$ cat config.mk
export PLATFORM = sky130hd
export DESIGN_NAME = epu_control
export DESIGN_NICKNAME = d
export VERILOG_FILES = /design/src/source/epu_fsm_pkg.sv /design/src/source/epu_types_pkg.sv /design/src/source/epu_ifs.sv /design/src/source/epu_control.sv /design/src/source/epu_layer_decode.sv /design/src/source/epu_loop_counters.sv /design/src/source/epu_sequencer.sv
export VERILOG_INCLUDE_DIRS = /design/src /design/src/source
export SDC_FILE = /design/constraint.sdc
export NUM_CORES = 1
export LEC_CHECK = 0
export BUFFER_PORTS_ARGS = -buffer_cell sky130_fd_sc_hd__buf_2
export CORE_ASPECT_RATIO = 0.7
export CORE_UTILIZATION = 35
export DETAILED_ROUTE_END_ITERATION = 10
export SLEW_MARGIN = 20
export SYNTH_ARGS = -nofsm -noshare
export SYNTH_HDL_FRONTEND = slang
export SYNTH_SLANG_ARGS = --single-unit
$ cat constraint.sdc
create_clock -name i_clk -period 3 [get_ports i_clk]
set_input_delay 0.15 -clock i_clk [delete_from_list [all_inputs] [get_ports i_clk]]
set_output_delay 0.15 -clock i_clk [all_outputs]
set_load 0.005 [all_outputs]
$ cat src/source/epu_params.svh
`ifndef EPU_PARAMS_SVH
`define EPU_PARAMS_SVH

// compute cycles per output value
`define EPU_PIXEL_CYCLES 3
`define EPU_NUM_LAYERS   6
// conv layers come first, fc layers after them
`define EPU_NUM_CONV     4

`define EPU_L0_WIDTH 96
`define EPU_L0_PAIRS 48
`define EPU_L0_IFCH  1
`define EPU_L0_OFCH  4

`define EPU_L1_WIDTH 44
`define EPU_L1_PAIRS 22
`define EPU_L1_IFCH  4
`define EPU_L1_OFCH  8

`define EPU_L2_WIDTH 18
`define EPU_L2_PAIRS 9
`define EPU_L2_IFCH  8
`define EPU_L2_OFCH  8

`define EPU_L3_WIDTH 4
`define EPU_L3_PAIRS 2
`define EPU_L3_IFCH  8
`define EPU_L3_OFCH  8

// fc layers only loop over outputs
`define EPU_L4_WIDTH 1
`define EPU_L4_PAIRS 1
`define EPU_L4_IFCH  1
`define EPU_L4_OFCH  16

`define EPU_L5_WIDTH 1
`define EPU_L5_PAIRS 1
`define EPU_L5_IFCH  1
`define EPU_L5_OFCH  5

`endif

$ cat src/source/epu_fsm_pkg.sv
`default_nettype none

package epu_fsm_pkg;

	typedef enum logic {
		KIND_CONV,
		KIND_FC
	} layer_kind_e;

	// request states are named after the request they hold
	typedef enum logic [3:0] {
		ST_IDLE,
		ST_READ_WINDOW,
		ST_READ_WEIGHT,
		ST_CALC,
		ST_READ_COLUMN,
		ST_SAVE,
		ST_READ_VECTOR,
		ST_LAYER_END
	} seq_state_e;

endpackage

`default_nettype wire

$ cat src/source/epu_types_pkg.sv
`default_nettype none

package epu_types_pkg;

	// cycle within one compute
	typedef logic [1:0] pixel_cyc_t;

	// pixel within a row, also holds the row width
	typedef logic [6:0] col_t;

	typedef logic [5:0] pair_t;

	// channel index or channel count
	typedef logic [4:0] chan_t;

	typedef logic [2:0] layer_idx_t;

	// one bit per layer
	typedef logic [5:0] layer_mask_t;

endpackage

`default_nettype wire

$ cat src/source/epu_ifs.sv
`timescale 1ns/100ps
`default_nettype none

// geometry of the current layer, stable for the whole layer
interface layer_cfg_if;
	import epu_types_pkg::*;
	import epu_fsm_pkg::*;

	layer_kind_e kind;
	layer_kind_e next_kind;
	col_t        width;
	pair_t       pairs;
	chan_t       ifch;
	chan_t       ofch;
	logic        last_layer;

	modport decode (output kind, next_kind, width, pairs, ifch, ofch, last_layer);
	modport user (input kind, next_kind, width, pairs, ifch, ofch, last_layer);
endinterface

// advance strobes out of the sequencer, boundary flags back from the counters
interface loop_if;
	logic calc_active;
	logic adv_pixel;
	logic adv_row;
	logic adv_ifch;
	logic adv_pair;
	logic adv_ofch;
	logic layer_start;
	logic last_cycle;
	logic last_pixel;
	logic second_row;
	logic last_ifch;
	logic last_pair;
	logic last_ofch;

	modport sequencer (
		output calc_active, adv_pixel, adv_row, adv_ifch, adv_pair, adv_ofch, layer_start,
		input  last_cycle, last_pixel, second_row, last_ifch, last_pair, last_ofch
	);
	modport counters (
		input  calc_active, adv_pixel, adv_row, adv_ifch, adv_pair, adv_ofch, layer_start,
		output last_cycle, last_pixel, second_row, last_ifch, last_pair, last_ofch
	);
endinterface

`default_nettype wire

$ cat src/source/epu_control.sv
`timescale 1ns/100ps
`default_nettype none

module epu_control (
	input  wire                        i_clk,
	input  wire                        rst,
	input  wire                        i_start,
	input  wire                        i_window_done,
	input  wire                        i_column_done,
	input  wire                        i_vector_done,
	input  wire                        i_weight_done,
	input  wire                        i_save_done,
	output logic                       o_read_window,
	output logic                       o_read_column,
	output logic                       o_read_vector,
	output logic                       o_read_weight,
	output logic                       o_save_rows,
	output logic                       o_cal_start,
	output epu_types_pkg::chan_t       o_ifchannel,
	output epu_types_pkg::chan_t       o_ofchannel,
	output epu_types_pkg::layer_idx_t  o_layer,
	output epu_types_pkg::layer_mask_t o_layer_done,
	output logic                       o_epu_done
);

	layer_cfg_if cfg ();
	loop_if      loop ();

	logic layer_end;

	epu_layer_decode u_decode (
		.clk          (i_clk),
		.rst          (rst),
		.i_layer_end  (layer_end),
		.cfg          (cfg.decode),
		.o_layer      (o_layer),
		.o_layer_done (o_layer_done),
		.o_epu_done   (o_epu_done)
	);

	epu_sequencer u_sequencer (
		.clk           (i_clk),
		.rst           (rst),
		.i_start       (i_start),
		.i_window_done (i_window_done),
		.i_column_done (i_column_done),
		.i_vector_done (i_vector_done),
		.i_weight_done (i_weight_done),
		.i_save_done   (i_save_done),
		.cfg           (cfg.user),
		.loop          (loop.sequencer),
		.o_layer_end   (layer_end),
		.o_read_window (o_read_window),
		.o_read_column (o_read_column),
		.o_read_vector (o_read_vector),
		.o_read_weight (o_read_weight),
		.o_save_rows   (o_save_rows),
		.o_cal_start   (o_cal_start)
	);

	epu_loop_counters u_counters (
		.clk         (i_clk),
		.rst         (rst),
		.cfg         (cfg.user),
		.loop        (loop.counters),
		.o_ifchannel (o_ifchannel),
		.o_ofchannel (o_ofchannel)
	);

endmodule

`default_nettype wire

$ cat src/source/epu_layer_decode.sv
`timescale 1ns/100ps
`default_nettype none

`include "epu_params.svh"

module epu_layer_decode (
	input  wire                        clk,
	input  wire                        rst,
	input  wire                        i_layer_end,
	layer_cfg_if.decode                cfg,
	output epu_types_pkg::layer_idx_t  o_layer,
	output epu_types_pkg::layer_mask_t o_layer_done,
	output logic                       o_epu_done
);
	import epu_types_pkg::*;
	import epu_fsm_pkg::*;

	localparam layer_idx_t LAST_LAYER = layer_idx_t'(`EPU_NUM_LAYERS - 1);

	localparam col_t WIDTH_LUT [`EPU_NUM_LAYERS] = '{`EPU_L0_WIDTH, `EPU_L1_WIDTH,
		`EPU_L2_WIDTH, `EPU_L3_WIDTH, `EPU_L4_WIDTH, `EPU_L5_WIDTH};
	localparam pair_t PAIRS_LUT [`EPU_NUM_LAYERS] = '{`EPU_L0_PAIRS, `EPU_L1_PAIRS,
		`EPU_L2_PAIRS, `EPU_L3_PAIRS, `EPU_L4_PAIRS, `EPU_L5_PAIRS};
	localparam chan_t IFCH_LUT [`EPU_NUM_LAYERS] = '{`EPU_L0_IFCH, `EPU_L1_IFCH,
		`EPU_L2_IFCH, `EPU_L3_IFCH, `EPU_L4_IFCH, `EPU_L5_IFCH};
	localparam chan_t OFCH_LUT [`EPU_NUM_LAYERS] = '{`EPU_L0_OFCH, `EPU_L1_OFCH,
		`EPU_L2_OFCH, `EPU_L3_OFCH, `EPU_L4_OFCH, `EPU_L5_OFCH};

	layer_idx_t layer_q;
	layer_idx_t next_idx;

	function automatic layer_kind_e kind_of(input layer_idx_t idx);
		kind_of = (idx < `EPU_NUM_CONV) ? KIND_CONV : KIND_FC;
	endfunction

	// wraps back to the first layer after a full run
	assign next_idx = (layer_q == LAST_LAYER) ? '0 : layer_idx_t'(layer_q + 3'd1);

	always_ff @(posedge clk or posedge rst) begin
		if (rst) begin
			layer_q <= '0;
			o_layer_done <= '0;
			o_epu_done <= 1'b0;
		end else begin
			o_layer_done <= '0;
			o_epu_done <= 1'b0;
			if (i_layer_end) begin
				layer_q <= next_idx;
				o_layer_done[layer_q] <= 1'b1;
				o_epu_done <= (layer_q == LAST_LAYER);
			end
		end
	end

	assign o_layer = layer_q;

	assign cfg.kind = kind_of(layer_q);
	// lets the sequencer pick the first request of the next layer
	assign cfg.next_kind = kind_of(next_idx);
	assign cfg.last_layer = (layer_q == LAST_LAYER);
	assign cfg.width = WIDTH_LUT[layer_q];
	assign cfg.pairs = PAIRS_LUT[layer_q];
	assign cfg.ifch = IFCH_LUT[layer_q];
	assign cfg.ofch = OFCH_LUT[layer_q];

	a_layer_range: assert property (@(posedge clk) disable iff (rst)
		layer_q < `EPU_NUM_LAYERS);

endmodule

`default_nettype wire

$ cat src/source/epu_loop_counters.sv
`timescale 1ns/100ps
`default_nettype none

`include "epu_params.svh"

module epu_loop_counters (
	input  wire                  clk,
	input  wire                  rst,
	layer_cfg_if.user            cfg,
	loop_if.counters             loop,
	output epu_types_pkg::chan_t o_ifchannel,
	output epu_types_pkg::chan_t o_ofchannel
);
	import epu_types_pkg::*;

	pixel_cyc_t cyc_q;
	col_t       col_q;
	logic       row_q;
	chan_t      ifch_q;
	pair_t      pair_q;
	chan_t      ofch_q;
	logic       clr_col;
	logic       clr_row;
	logic       clr_ifch;
	logic       clr_pair;

	// an advance clears every loop nested inside it
	assign clr_pair = loop.adv_ofch | loop.layer_start;
	assign clr_ifch = loop.adv_pair | clr_pair;
	assign clr_row = loop.adv_ifch | clr_ifch;
	assign clr_col = loop.adv_row | clr_row;

	always_ff @(posedge clk or posedge rst) begin
		if (rst)
			cyc_q <= '0;
		else if (!loop.calc_active || loop.last_cycle)
			cyc_q <= '0;
		else
			cyc_q <= cyc_q + 2'd1;
	end

	always_ff @(posedge clk or posedge rst) begin
		if (rst) begin
			col_q <= '0;
			row_q <= 1'b0;
			ifch_q <= '0;
			pair_q <= '0;
			ofch_q <= '0;
		end else begin
			if (clr_col)
				col_q <= '0;
			else if (loop.adv_pixel)
				col_q <= col_q + 7'd1;
			if (clr_row)
				row_q <= 1'b0;
			else if (loop.adv_row)
				row_q <= 1'b1;
			if (clr_ifch)
				ifch_q <= '0;
			else if (loop.adv_ifch)
				ifch_q <= ifch_q + 5'd1;
			if (clr_pair)
				pair_q <= '0;
			else if (loop.adv_pair)
				pair_q <= pair_q + 6'd1;
			if (loop.layer_start)
				ofch_q <= '0;
			else if (loop.adv_ofch)
				ofch_q <= ofch_q + 5'd1;
		end
	end

	assign loop.last_cycle = (cyc_q == pixel_cyc_t'(`EPU_PIXEL_CYCLES - 1));
	assign loop.last_pixel = (col_q == col_t'(cfg.width - 7'd1));
	assign loop.second_row = row_q;
	assign loop.last_ifch = (ifch_q == chan_t'(cfg.ifch - 5'd1));
	assign loop.last_pair = (pair_q == pair_t'(cfg.pairs - 6'd1));
	assign loop.last_ofch = (ofch_q == chan_t'(cfg.ofch - 5'd1));

	assign o_ifchannel = ifch_q;
	assign o_ofchannel = ofch_q;

	// sequencer never advances past the last channel of the current layer
	a_chan_range: assert property (@(posedge clk) disable iff (rst)
		(ifch_q < cfg.ifch) && (ofch_q < cfg.ofch));

endmodule

`default_nettype wire

$ cat src/source/epu_sequencer.sv
`timescale 1ns/100ps
`default_nettype none

`include "epu_params.svh"

module epu_sequencer (
	input  wire       clk,
	input  wire       rst,
	input  wire       i_start,
	input  wire       i_window_done,
	input  wire       i_column_done,
	input  wire       i_vector_done,
	input  wire       i_weight_done,
	input  wire       i_save_done,
	layer_cfg_if.user cfg,
	loop_if.sequencer loop,
	output logic      o_layer_end,
	output logic      o_read_window,
	output logic      o_read_column,
	output logic      o_read_vector,
	output logic      o_read_weight,
	output logic      o_save_rows,
	output logic      o_cal_start
);
	import epu_fsm_pkg::*;

	seq_state_e state_q;
	seq_state_e state_d;

	// first request of a layer
	function automatic seq_state_e entry_state(input layer_kind_e kind);
		entry_state = (kind == KIND_CONV) ? ST_READ_WINDOW : ST_READ_VECTOR;
	endfunction

	always_ff @(posedge clk or posedge rst) begin
		if (rst)
			state_q <= ST_IDLE;
		else
			state_q <= state_d;
	end

	always_comb begin
		state_d = state_q;
		loop.adv_pixel = 1'b0;
		loop.adv_row = 1'b0;
		loop.adv_ifch = 1'b0;
		loop.adv_pair = 1'b0;
		loop.adv_ofch = 1'b0;
		case (state_q)
			ST_IDLE: begin
				if (i_start)
					state_d = entry_state(cfg.kind);
			end
			ST_READ_WINDOW: begin
				// second row of a pair reuses the weight already loaded
				if (i_window_done)
					state_d = loop.second_row ? ST_CALC : ST_READ_WEIGHT;
			end
			ST_READ_WEIGHT: begin
				if (i_weight_done)
					state_d = ST_CALC;
			end
			ST_READ_COLUMN: begin
				if (i_column_done)
					state_d = ST_CALC;
			end
			ST_READ_VECTOR: begin
				if (i_vector_done)
					state_d = ST_READ_WEIGHT;
			end
			ST_CALC: begin
				if (loop.last_cycle) begin
					if (cfg.kind == KIND_FC) begin
						if (loop.last_ofch) begin
							state_d = ST_LAYER_END;
						end else begin
							loop.adv_ofch = 1'b1;
							state_d = ST_READ_WEIGHT;
						end
					end else if (!loop.last_pixel) begin
						loop.adv_pixel = 1'b1;
						state_d = ST_READ_COLUMN;
					end else if (!loop.second_row) begin
						loop.adv_row = 1'b1;
						state_d = ST_READ_WINDOW;
					end else if (!loop.last_ifch) begin
						loop.adv_ifch = 1'b1;
						state_d = ST_READ_WINDOW;
					end else begin
						state_d = ST_SAVE;
					end
				end
			end
			ST_SAVE: begin
				if (i_save_done) begin
					if (!loop.last_pair) begin
						loop.adv_pair = 1'b1;
						state_d = ST_READ_WINDOW;
					end else if (!loop.last_ofch) begin
						loop.adv_ofch = 1'b1;
						state_d = ST_READ_WINDOW;
					end else begin
						state_d = ST_LAYER_END;
					end
				end
			end
			ST_LAYER_END: begin
				state_d = cfg.last_layer ? ST_IDLE : entry_state(cfg.next_kind);
			end
			default: begin
				state_d = ST_IDLE;
			end
		endcase
	end

	assign o_read_window = (state_q == ST_READ_WINDOW);
	assign o_read_column = (state_q == ST_READ_COLUMN);
	assign o_read_vector = (state_q == ST_READ_VECTOR);
	assign o_read_weight = (state_q == ST_READ_WEIGHT);
	assign o_save_rows = (state_q == ST_SAVE);
	assign o_cal_start = (state_q == ST_CALC);
	assign o_layer_end = (state_q == ST_LAYER_END);

	assign loop.calc_active = (state_q == ST_CALC);
	// counters restart on the same edge the layer register advances
	assign loop.layer_start = (state_q == ST_LAYER_END);

	a_one_active: assert property (@(posedge clk) disable iff (rst)
		$onehot0({o_read_window, o_read_column, o_read_vector, o_read_weight, o_save_rows,
			o_cal_start}));

	// compute length is set by the pixel cycle counter
	a_calc_length: assert property (@(posedge clk) disable iff (rst)
		$rose(o_cal_start) |-> o_cal_start [*`EPU_PIXEL_CYCLES] ##1 !o_cal_start);

endmodule

`default_nettype wire

Yosys cells after proc, flatten, opt, wreduce, memory -nomap -nowiden
Memories as Yosys holds them, arrays and structs flattened. Cells that the tools add are included.

Register bits after elaboration: 40. Bits in latches: 0. Memory bits (writable): 0. ROM bits: 184. Input bits: 8. Output and inout port bits: 26. Word-level logic and storage cells: 131. Memories kept: 4.

Memory list: (no name shown) (words 8, width 7, rd ports 1, clocked after memory_dff 0, wr ports 0, RTL line epu_layer_decode.sv:61) `assign cfg.width = WIDTH_LUT[layer_q];`; (no name shown) (words 8, width 6, rd ports 1, clocked after memory_dff 0, wr ports 0, RTL line epu_layer_decode.sv:62) `assign cfg.pairs = PAIRS_LUT[layer_q];`; (no name shown) (words 8, width 5, rd ports 1, clocked after memory_dff 0, wr ports 0, RTL line epu_layer_decode.sv:63) `assign cfg.ifch = IFCH_LUT[layer_q];`; (no name shown) (words 8, width 5, rd ports 1, clocked after memory_dff 0, wr ports 0, RTL line epu_layer_decode.sv:64) `assign cfg.ofch = OFCH_LUT[layer_q];`.

Add/sub/neg operators: 10. $mul: 0. Div/mod/pow operators: 0. $lt $le $gt $ge: 5. Equal/unequal tests: 20. Shift-type cells: 0. Mux-type cells: 67. Bitwise logic cells: 5. Reductions and logical operators: 10.

Operators with widths (count): $mux W4 (12); $mux W5 (8); $pmux W4 S8 (1); $mux W6 (5); $mux W1 (28); $mux W7 (4); $mux W3 (6); $eq A4 B3 Y1 const B (4); $ne A2 B2 Y1 const B (7); $add A5 B1 Y5 const B (2); $eq A5 B5 Y1 (2); $reduce_bool A2 Y1 (5); $sub A5 B1 Y5 const B (2); $eq A4 B2 Y1 const B (2); $add A7 B1 Y7 const B (1); $eq A7 B7 Y1 (1); $reduce_and A7 Y1 (1); $sub A7 B1 Y7 const B (1); $add A6 B1 Y6 const B (1); $eq A6 B6 Y1 (1); $lt A3 B3 Y1 const B (2); $sub A6 B1 Y6 const B (1); $eq A4 B1 Y1 const B (1); $ge A4 B4 Y1 const B (1); other kinds (15) (18).

Logic depth before layout (Yosys ltp)
Depth in word-level cells: 15. Gate-level depth with buffers: 12. Gate-level depth less buffers: 9.

Hierarchy
Synthesis repeated with hierarchy kept, for this count alone.

Cells, all modules: 317. Area, all modules: 2845.2 sq um.

By module, submodules not included: epu_loop_counters (times used 1, cells an instance 191, area each 1764.2 sq um, seq. area each 650.6 sq um); epu_layer_decode (times used 1, cells an instance 57, area each 574.3 sq um, seq. area each 250.2 sq um); epu_sequencer (times used 1, cells an instance 69, area each 506.7 sq um, seq. area each 75.1 sq um).

Worst setup path before layout
OpenSTA, ideal clock, no wires.

Path type: register -> register. Start: register u_decode.layer_q[2], in the netlist u_decode.o_layer[2]. End: register u_counters.ofch_q[3], in the netlist u_counters.o_ofchannel[3]. Library setup time: 0.079 ns. Arrival: 2.587 ns. Required time: 2.921 ns. Slack: 0.333 ns. Stages on the path, launching flop included: 11. Buffers on the path: 2. Clock period less this slack: 2.667 ns. Path through: dfrtp_1 -> buf_2 -> clkbuf_1 -> a21oi_1 -> ha_1 -> or3_1 -> a21oi_2 -> o21ai_1 -> or3_4 -> o32ai_2 -> mux2i_1.

Longest elaborated chain between the ends: 11. Elaborated cells on any way between the ends: 19.

RTL lines: from (decl) (RTL line epu_layer_decode.sv:29) `layer_idx_t layer_q;`; from (signal assigned) (RTL line epu_layer_decode.sv:48) `layer_q <= next_idx;`; $not A3 Y4 (not written as such) (RTL line epu_layer_decode.sv:62, epu_layer_decode.sv:64); $mem_v2 Z8 W5; $mux W5 (not written as such) (2 in series) (RTL line epu_layer_decode.sv:64); $sub A5 B1 Y5 (RTL line epu_loop_counters.sv:78) `assign loop.last_ofch = (ofch_q == chan_t'(cfg.ofch - 5'd1));`; $eq A5 B5 Y1 (RTL line epu_loop_counters.sv:78); $mux W1 (RTL line epu_sequencer.sv:74, epu_sequencer.sv:99); $mux W1, on equally long branches (RTL line epu_sequencer.sv:96, epu_sequencer.sv:73); $mux W1, on equally long branches (RTL line epu_sequencer.sv:95, epu_sequencer.sv:72); $pmux W1 S2 (*) (RTL line epu_sequencer.sv:49) `case (state_q)`; $reduce_bool A2 Y1 (no line) (*); to (signal assigned) (RTL line epu_loop_counters.sv:69) `ofch_q <= ofch_q + 5'd1;`; to (decl) (RTL line epu_loop_counters.sv:21) `chan_t ofch_q;`.

Every way passes the cells marked *; elsewhere a longest branch is shown, timed or not. The select of a mux whose other input is x is not followed. A chain may end at the register's enable or synchronous reset.

Worst setup path after layout
Start: register u_decode.layer_q[1], in the netlist u_decode.o_layer[1]. End: register u_counters.ifch_q[1], in the netlist u_counters.o_ifchannel[1].

Longest elaborated chain between the ends: 13. Elaborated cells on any way between the ends: 41.

RTL lines: $not A3 Y4 (not written as such); $mem_v2 Z8 W5, on equally long branches; $mux W5, on equally long branches (2 in series) (RTL line epu_layer_decode.sv:64, epu_layer_decode.sv:63); $sub A5 B1 Y5, on equally long branches (RTL line epu_loop_counters.sv:78, epu_loop_counters.sv:76); $eq A5 B5 Y1, on equally long branches (RTL line epu_loop_counters.sv:78, epu_loop_counters.sv:76); $mux W1, on equally long branches (RTL line epu_sequencer.sv:74, epu_sequencer.sv:99, epu_sequencer.sv:86); $mux W1, on equally long branches (RTL line epu_sequencer.sv:96, epu_sequencer.sv:73, epu_sequencer.sv:83); $mux W1, on equally long branches (RTL line epu_sequencer.sv:95, epu_sequencer.sv:72, epu_sequencer.sv:80); $pmux W1 S2 / $mux W1 (equally long branches) (RTL line epu_sequencer.sv:49, epu_sequencer.sv:73); $or A1 B1 Y1 / $mux W1 (equally long branches) (RTL line epu_loop_counters.sv:28, epu_sequencer.sv:72); $or A1 B1 Y1 / $mux W1 (equally long branches) (RTL line epu_loop_counters.sv:29, epu_sequencer.sv:49); $mux W5 / $reduce_bool A2 Y1 (equally long branches); to (signal assigned) (RTL line epu_loop_counters.sv:61) `ifch_q <= ifch_q + 5'd1;`; to (decl) (RTL line epu_loop_counters.sv:19) `chan_t ifch_q;`.

Parallel ways exist; a longest one is shown, timed or not. The select of a mux whose other input is x is not followed.

==> impl_metrics.csv <==
group,metric,value,unit
grt,grt_antenna_before_repair,0,
clock_tree,cts_tree,"done",
worst_setup_path,max_stage_delay,0.52,ns
cells_and_area,num-nets-final,338,
grt,grt_overflow,0,
die,fp.dieW,107,µm
logic_synthesis,synth_compound_area_share,16.4,%
die,start_util,36.7,%
sta,tns,0,ns
die,die_area,8150,µm²
logic_synthesis,synth.largest_area_cell,"dfrtp_1",
clock_tree,htreeDepth,2,
clock_tree,clkLatencyLatePin,0.28,ns
clock_tree,root_buffer,"clkbuf_8",
sta,slew_viol_final,0,
logic_synthesis,ys_types,65,
clock_tree,hold_buffers,0,
placement,routabilityCongestion,0.908,
drt,wirelength,6470,µm
sta,fin_worst_skew,0.00362,ns
worst_setup_path,endpoint_kind,"flip-flop",
logic_synthesis,synth_simple_gate_area_share,28.8,%
clock_tree,cts.sink_count,39,
sta,relSlewSlack,45.4,%
drt,drtPass1Iterations,4,
power,p_leak,0.00136,µW
logic_synthesis,synth-edff-count,0,
logic_synthesis,synth_seq_cells,39,
sta,rsz0062_at_grt,"no",
die,die_h,75.8,µm
drt,drc,0,
logic_synthesis,synthesis.area,2730,µm²
placement,io_buffers,33,
job,drv_cap,0,
grt,first_global_vias,2081,
drt,wl_per_cell,15.3,µm
worst_setup_path,path_delay_family,"simple AND/OR/NAND/NOR gates",
sta,tightest_slew,0.811,ns
clock_tree,cts_made_buffers,5,
logic_synthesis,synthFlopType,"dfrtp_1",
run_status,violations,"negative hold slack",
power,p_per_area,796,nW/µm²
worst_setup_path,slowest_stage,"or4_1",
drt,viasPerCell,5.38,
sta,hold_violations,9,
logic_synthesis,async_flop_share,100,%
die,num_rows,26,
clock_tree,cts-resized-gates,0,
worst_setup_path,reg2reg_slack,0.31,ns
cells_and_area,syn_to_final_growth,12.3,%
logic_synthesis,ys_warn_count,0,
grt,grt_max_degree,22,
logic_synthesis,ys_seq_area_share,35.8,%
sta,post-route-period-util,89.6,%
logic_synthesis,ys_top_cells_by_count,"39 x dfrtp_1, 21 x nor2_1, 18 x nand2_1, 14 x a21oi_1",
drt,drt-initial-drc-count,98,
logic_synthesis,synth_top_family_by_area,"simple AND/OR/NAND/NOR gates",
sta,finalSetupViolations,0,
logic_synthesis,synth_xor_xnor_area_share,5.79,%
drt,vias,2269,
drt,postRouteAntennaNets,0,
worst_setup_path,cp_data_required_time,3.15,ns
logic_synthesis,synth_top_area_share,35.8,%
logic_synthesis,syn_inst,292,
logic_synthesis,syn_area_per_cell,9.33,µm²
logic_synthesis,synth_adder_area_share,3.21,%
logic_synthesis,yosysMostFrequentCell,"dfrtp_1",
clock_tree,post_cts_buffers,0,
worst_setup_path,critical_path_class,"reg -> reg",
sta,hold-worst-slack,-0.00442,ns
run_status,status,"finished with violations",
die,ioPinCount,34,
worst_setup_path,crit_path_max_fanout,9,
worst_setup_path,cp.arrival,2.84,ns
grt,grt_first_pass_wirelength,10800,µm
placement,hpwl,4820,µm
logic_synthesis,synthMuxAreaShare,5.28,%
power,peakVddDrop,0.436,mV
grt,track_usage,17.2,%
power,power,2430,µW
sta,period_needed,2.69,ns
clock_tree,clk_pin_slew,0.07,ns
worst_setup_path,startpoint_type,"flip-flop",
cells_and_area,n_antenna_cell,0,
die,core_area,7420,µm²
cells_and_area,finish.utilization,41.3,%
worst_hold_path,hp-class,"in -> async",
logic_synthesis,synth_nets,307,
cells_and_area,drive_above_1_share,22.8,%
sta,fmax,372,MHz
clock_tree,cts_buffer_depth,2,
worst_setup_path,path_buf_inv,0,
worst_setup_path,path_cells,"or2_1, or2_1, ha_1, xnor2_1, xnor2_1, or4_1, and4_1, mux2i_1, nor2_1",
logic_synthesis,synth_area_leaders,"dfrtp_1 36%, mux2i_1 4.0%, ha_1 3.2%",
==> worst paths after layout <==
path	start	to	cells past startpoint
max	u_decode.o_layer[1]	u_counters.o_ifchannel[1]	9
min	rst	u_counters.o_ofchannel[1]	2
max reg2reg	u_decode.o_layer[1]	u_counters.o_ifchannel[1]	9
min reg2reg	u_counters.cyc_q[0]	u_counters.cyc_q[0]	1
max in group asynchronous	rst	u_counters.loop.second_row	3
min in group i_clk	i_window_done	u_sequencer.state_q[0]	4
==> state kept, by name, indices dropped and copies added, names as in the netlist <==
signal and count:
u_decode.o_layer_done 6, u_counters.o_ifchannel 5, u_counters.o_ofchannel 5, u_counters.col_q 7, u_decode.o_layer 3, u_counters.loop.second_row 1
u_counters.cyc_q 2, u_decode.o_epu_done 1, u_counters.pair_q 6, u_sequencer.state_q 3
==> worst register-to-register path: cells and delay by family, from the launching register on <==
kind,cells,cell delay (ns)
xor+xnor,2,0.28
fa+ha+maj,1,0.23
flops,1,0.47
mux,1,0.17
simple gates,5,1.40
==> report_power, final <==
group          switching [µW]  total, µW  leakage, µW  internal [µW]
Clock                     183        346    0.0000422            163
Sequential                131        736     0.000529            604
Combinational             804       1350     0.000789            549
Total                    1120       2430      0.00136           1320
==> metal layers <==
layer / track usage, % / vias to the layer above / wire (µm)
met5: 0 / - / 0
met4: 3.04 / 0 / 19
met3: 2.91 / 2 / 365
met2: 25.4 / 56 / 2650
met1: 26.5 / 1084 / 3440
li1: - / 1127 / -
==> layout make-up <==
class	instances	area [µm²]
Clock buffer	7	76.3
Clock inverter	1	5.00
Fill cell	749	4360
Inverter	11	41.3
Multi-Input combinational cell	226	1620
Sequential cell	39	976
Tap cell	98	123
Timing Repair Buffer	40	218
==> metrics by stage <==
step / instance area, µm² / hold slack [ns] / setup WS (ns) / instances
after global routing: 3060 / 0.0735 / 0.184 / 422
after detailed placement: 2980 / 0.348 / 0.287 / 414
after floorplan: 2730 / 0.355 / 0.333 / 292
final: 3060 / -0.00442 / 0.313 / 422
after CTS: 3060 / 0.0355 / 0.280 / 422
after global placement: 2980 / 0.347 / 0.390 / 414
==> logic make-up (layout without fill, tap and decap cells) <==
kind of cell,count (synthesis),in the layout
XOR/XNOR,18,18
AND/OR/NAND/NOR,128,128
flip-flops,39,39
buffers and inverters,27,59
AO/OA/AOI/OAI,60,60
multiplexers,13,13
adder cells (fa/ha/maj),7,7
==> layout by cell type, fill, tap and decap left out, drive strengths merged, types with 3 or more instances in the layout <==
master / Yosys / final
and3: 4 / 4
o211ai: 3 / 3
nand2: 20 / 20
nand4: 5 / 5
ha: 7 / 7
mux2i: 11 / 11
a21oi: 16 / 16
a211oi: 3 / 3
or2: 5 / 5
and2: 4 / 4
buf: 11 / 40
inv: 11 / 11
dfrtp: 39 / 39
o22a: 4 / 4
xnor2: 10 / 10
nor2: 21 / 21
clkbuf: 5 / 7
xor2: 8 / 8
nor4: 8 / 8
nor2b: 5 / 5
or3: 8 / 8
nor3b: 3 / 3
and4: 3 / 3
nand3: 9 / 9
o21ai: 14 / 14
o31ai: 4 / 4
nand2b: 6 / 6
nor3: 15 / 15
Note: power is estimated with default switching activity, not from simulation.
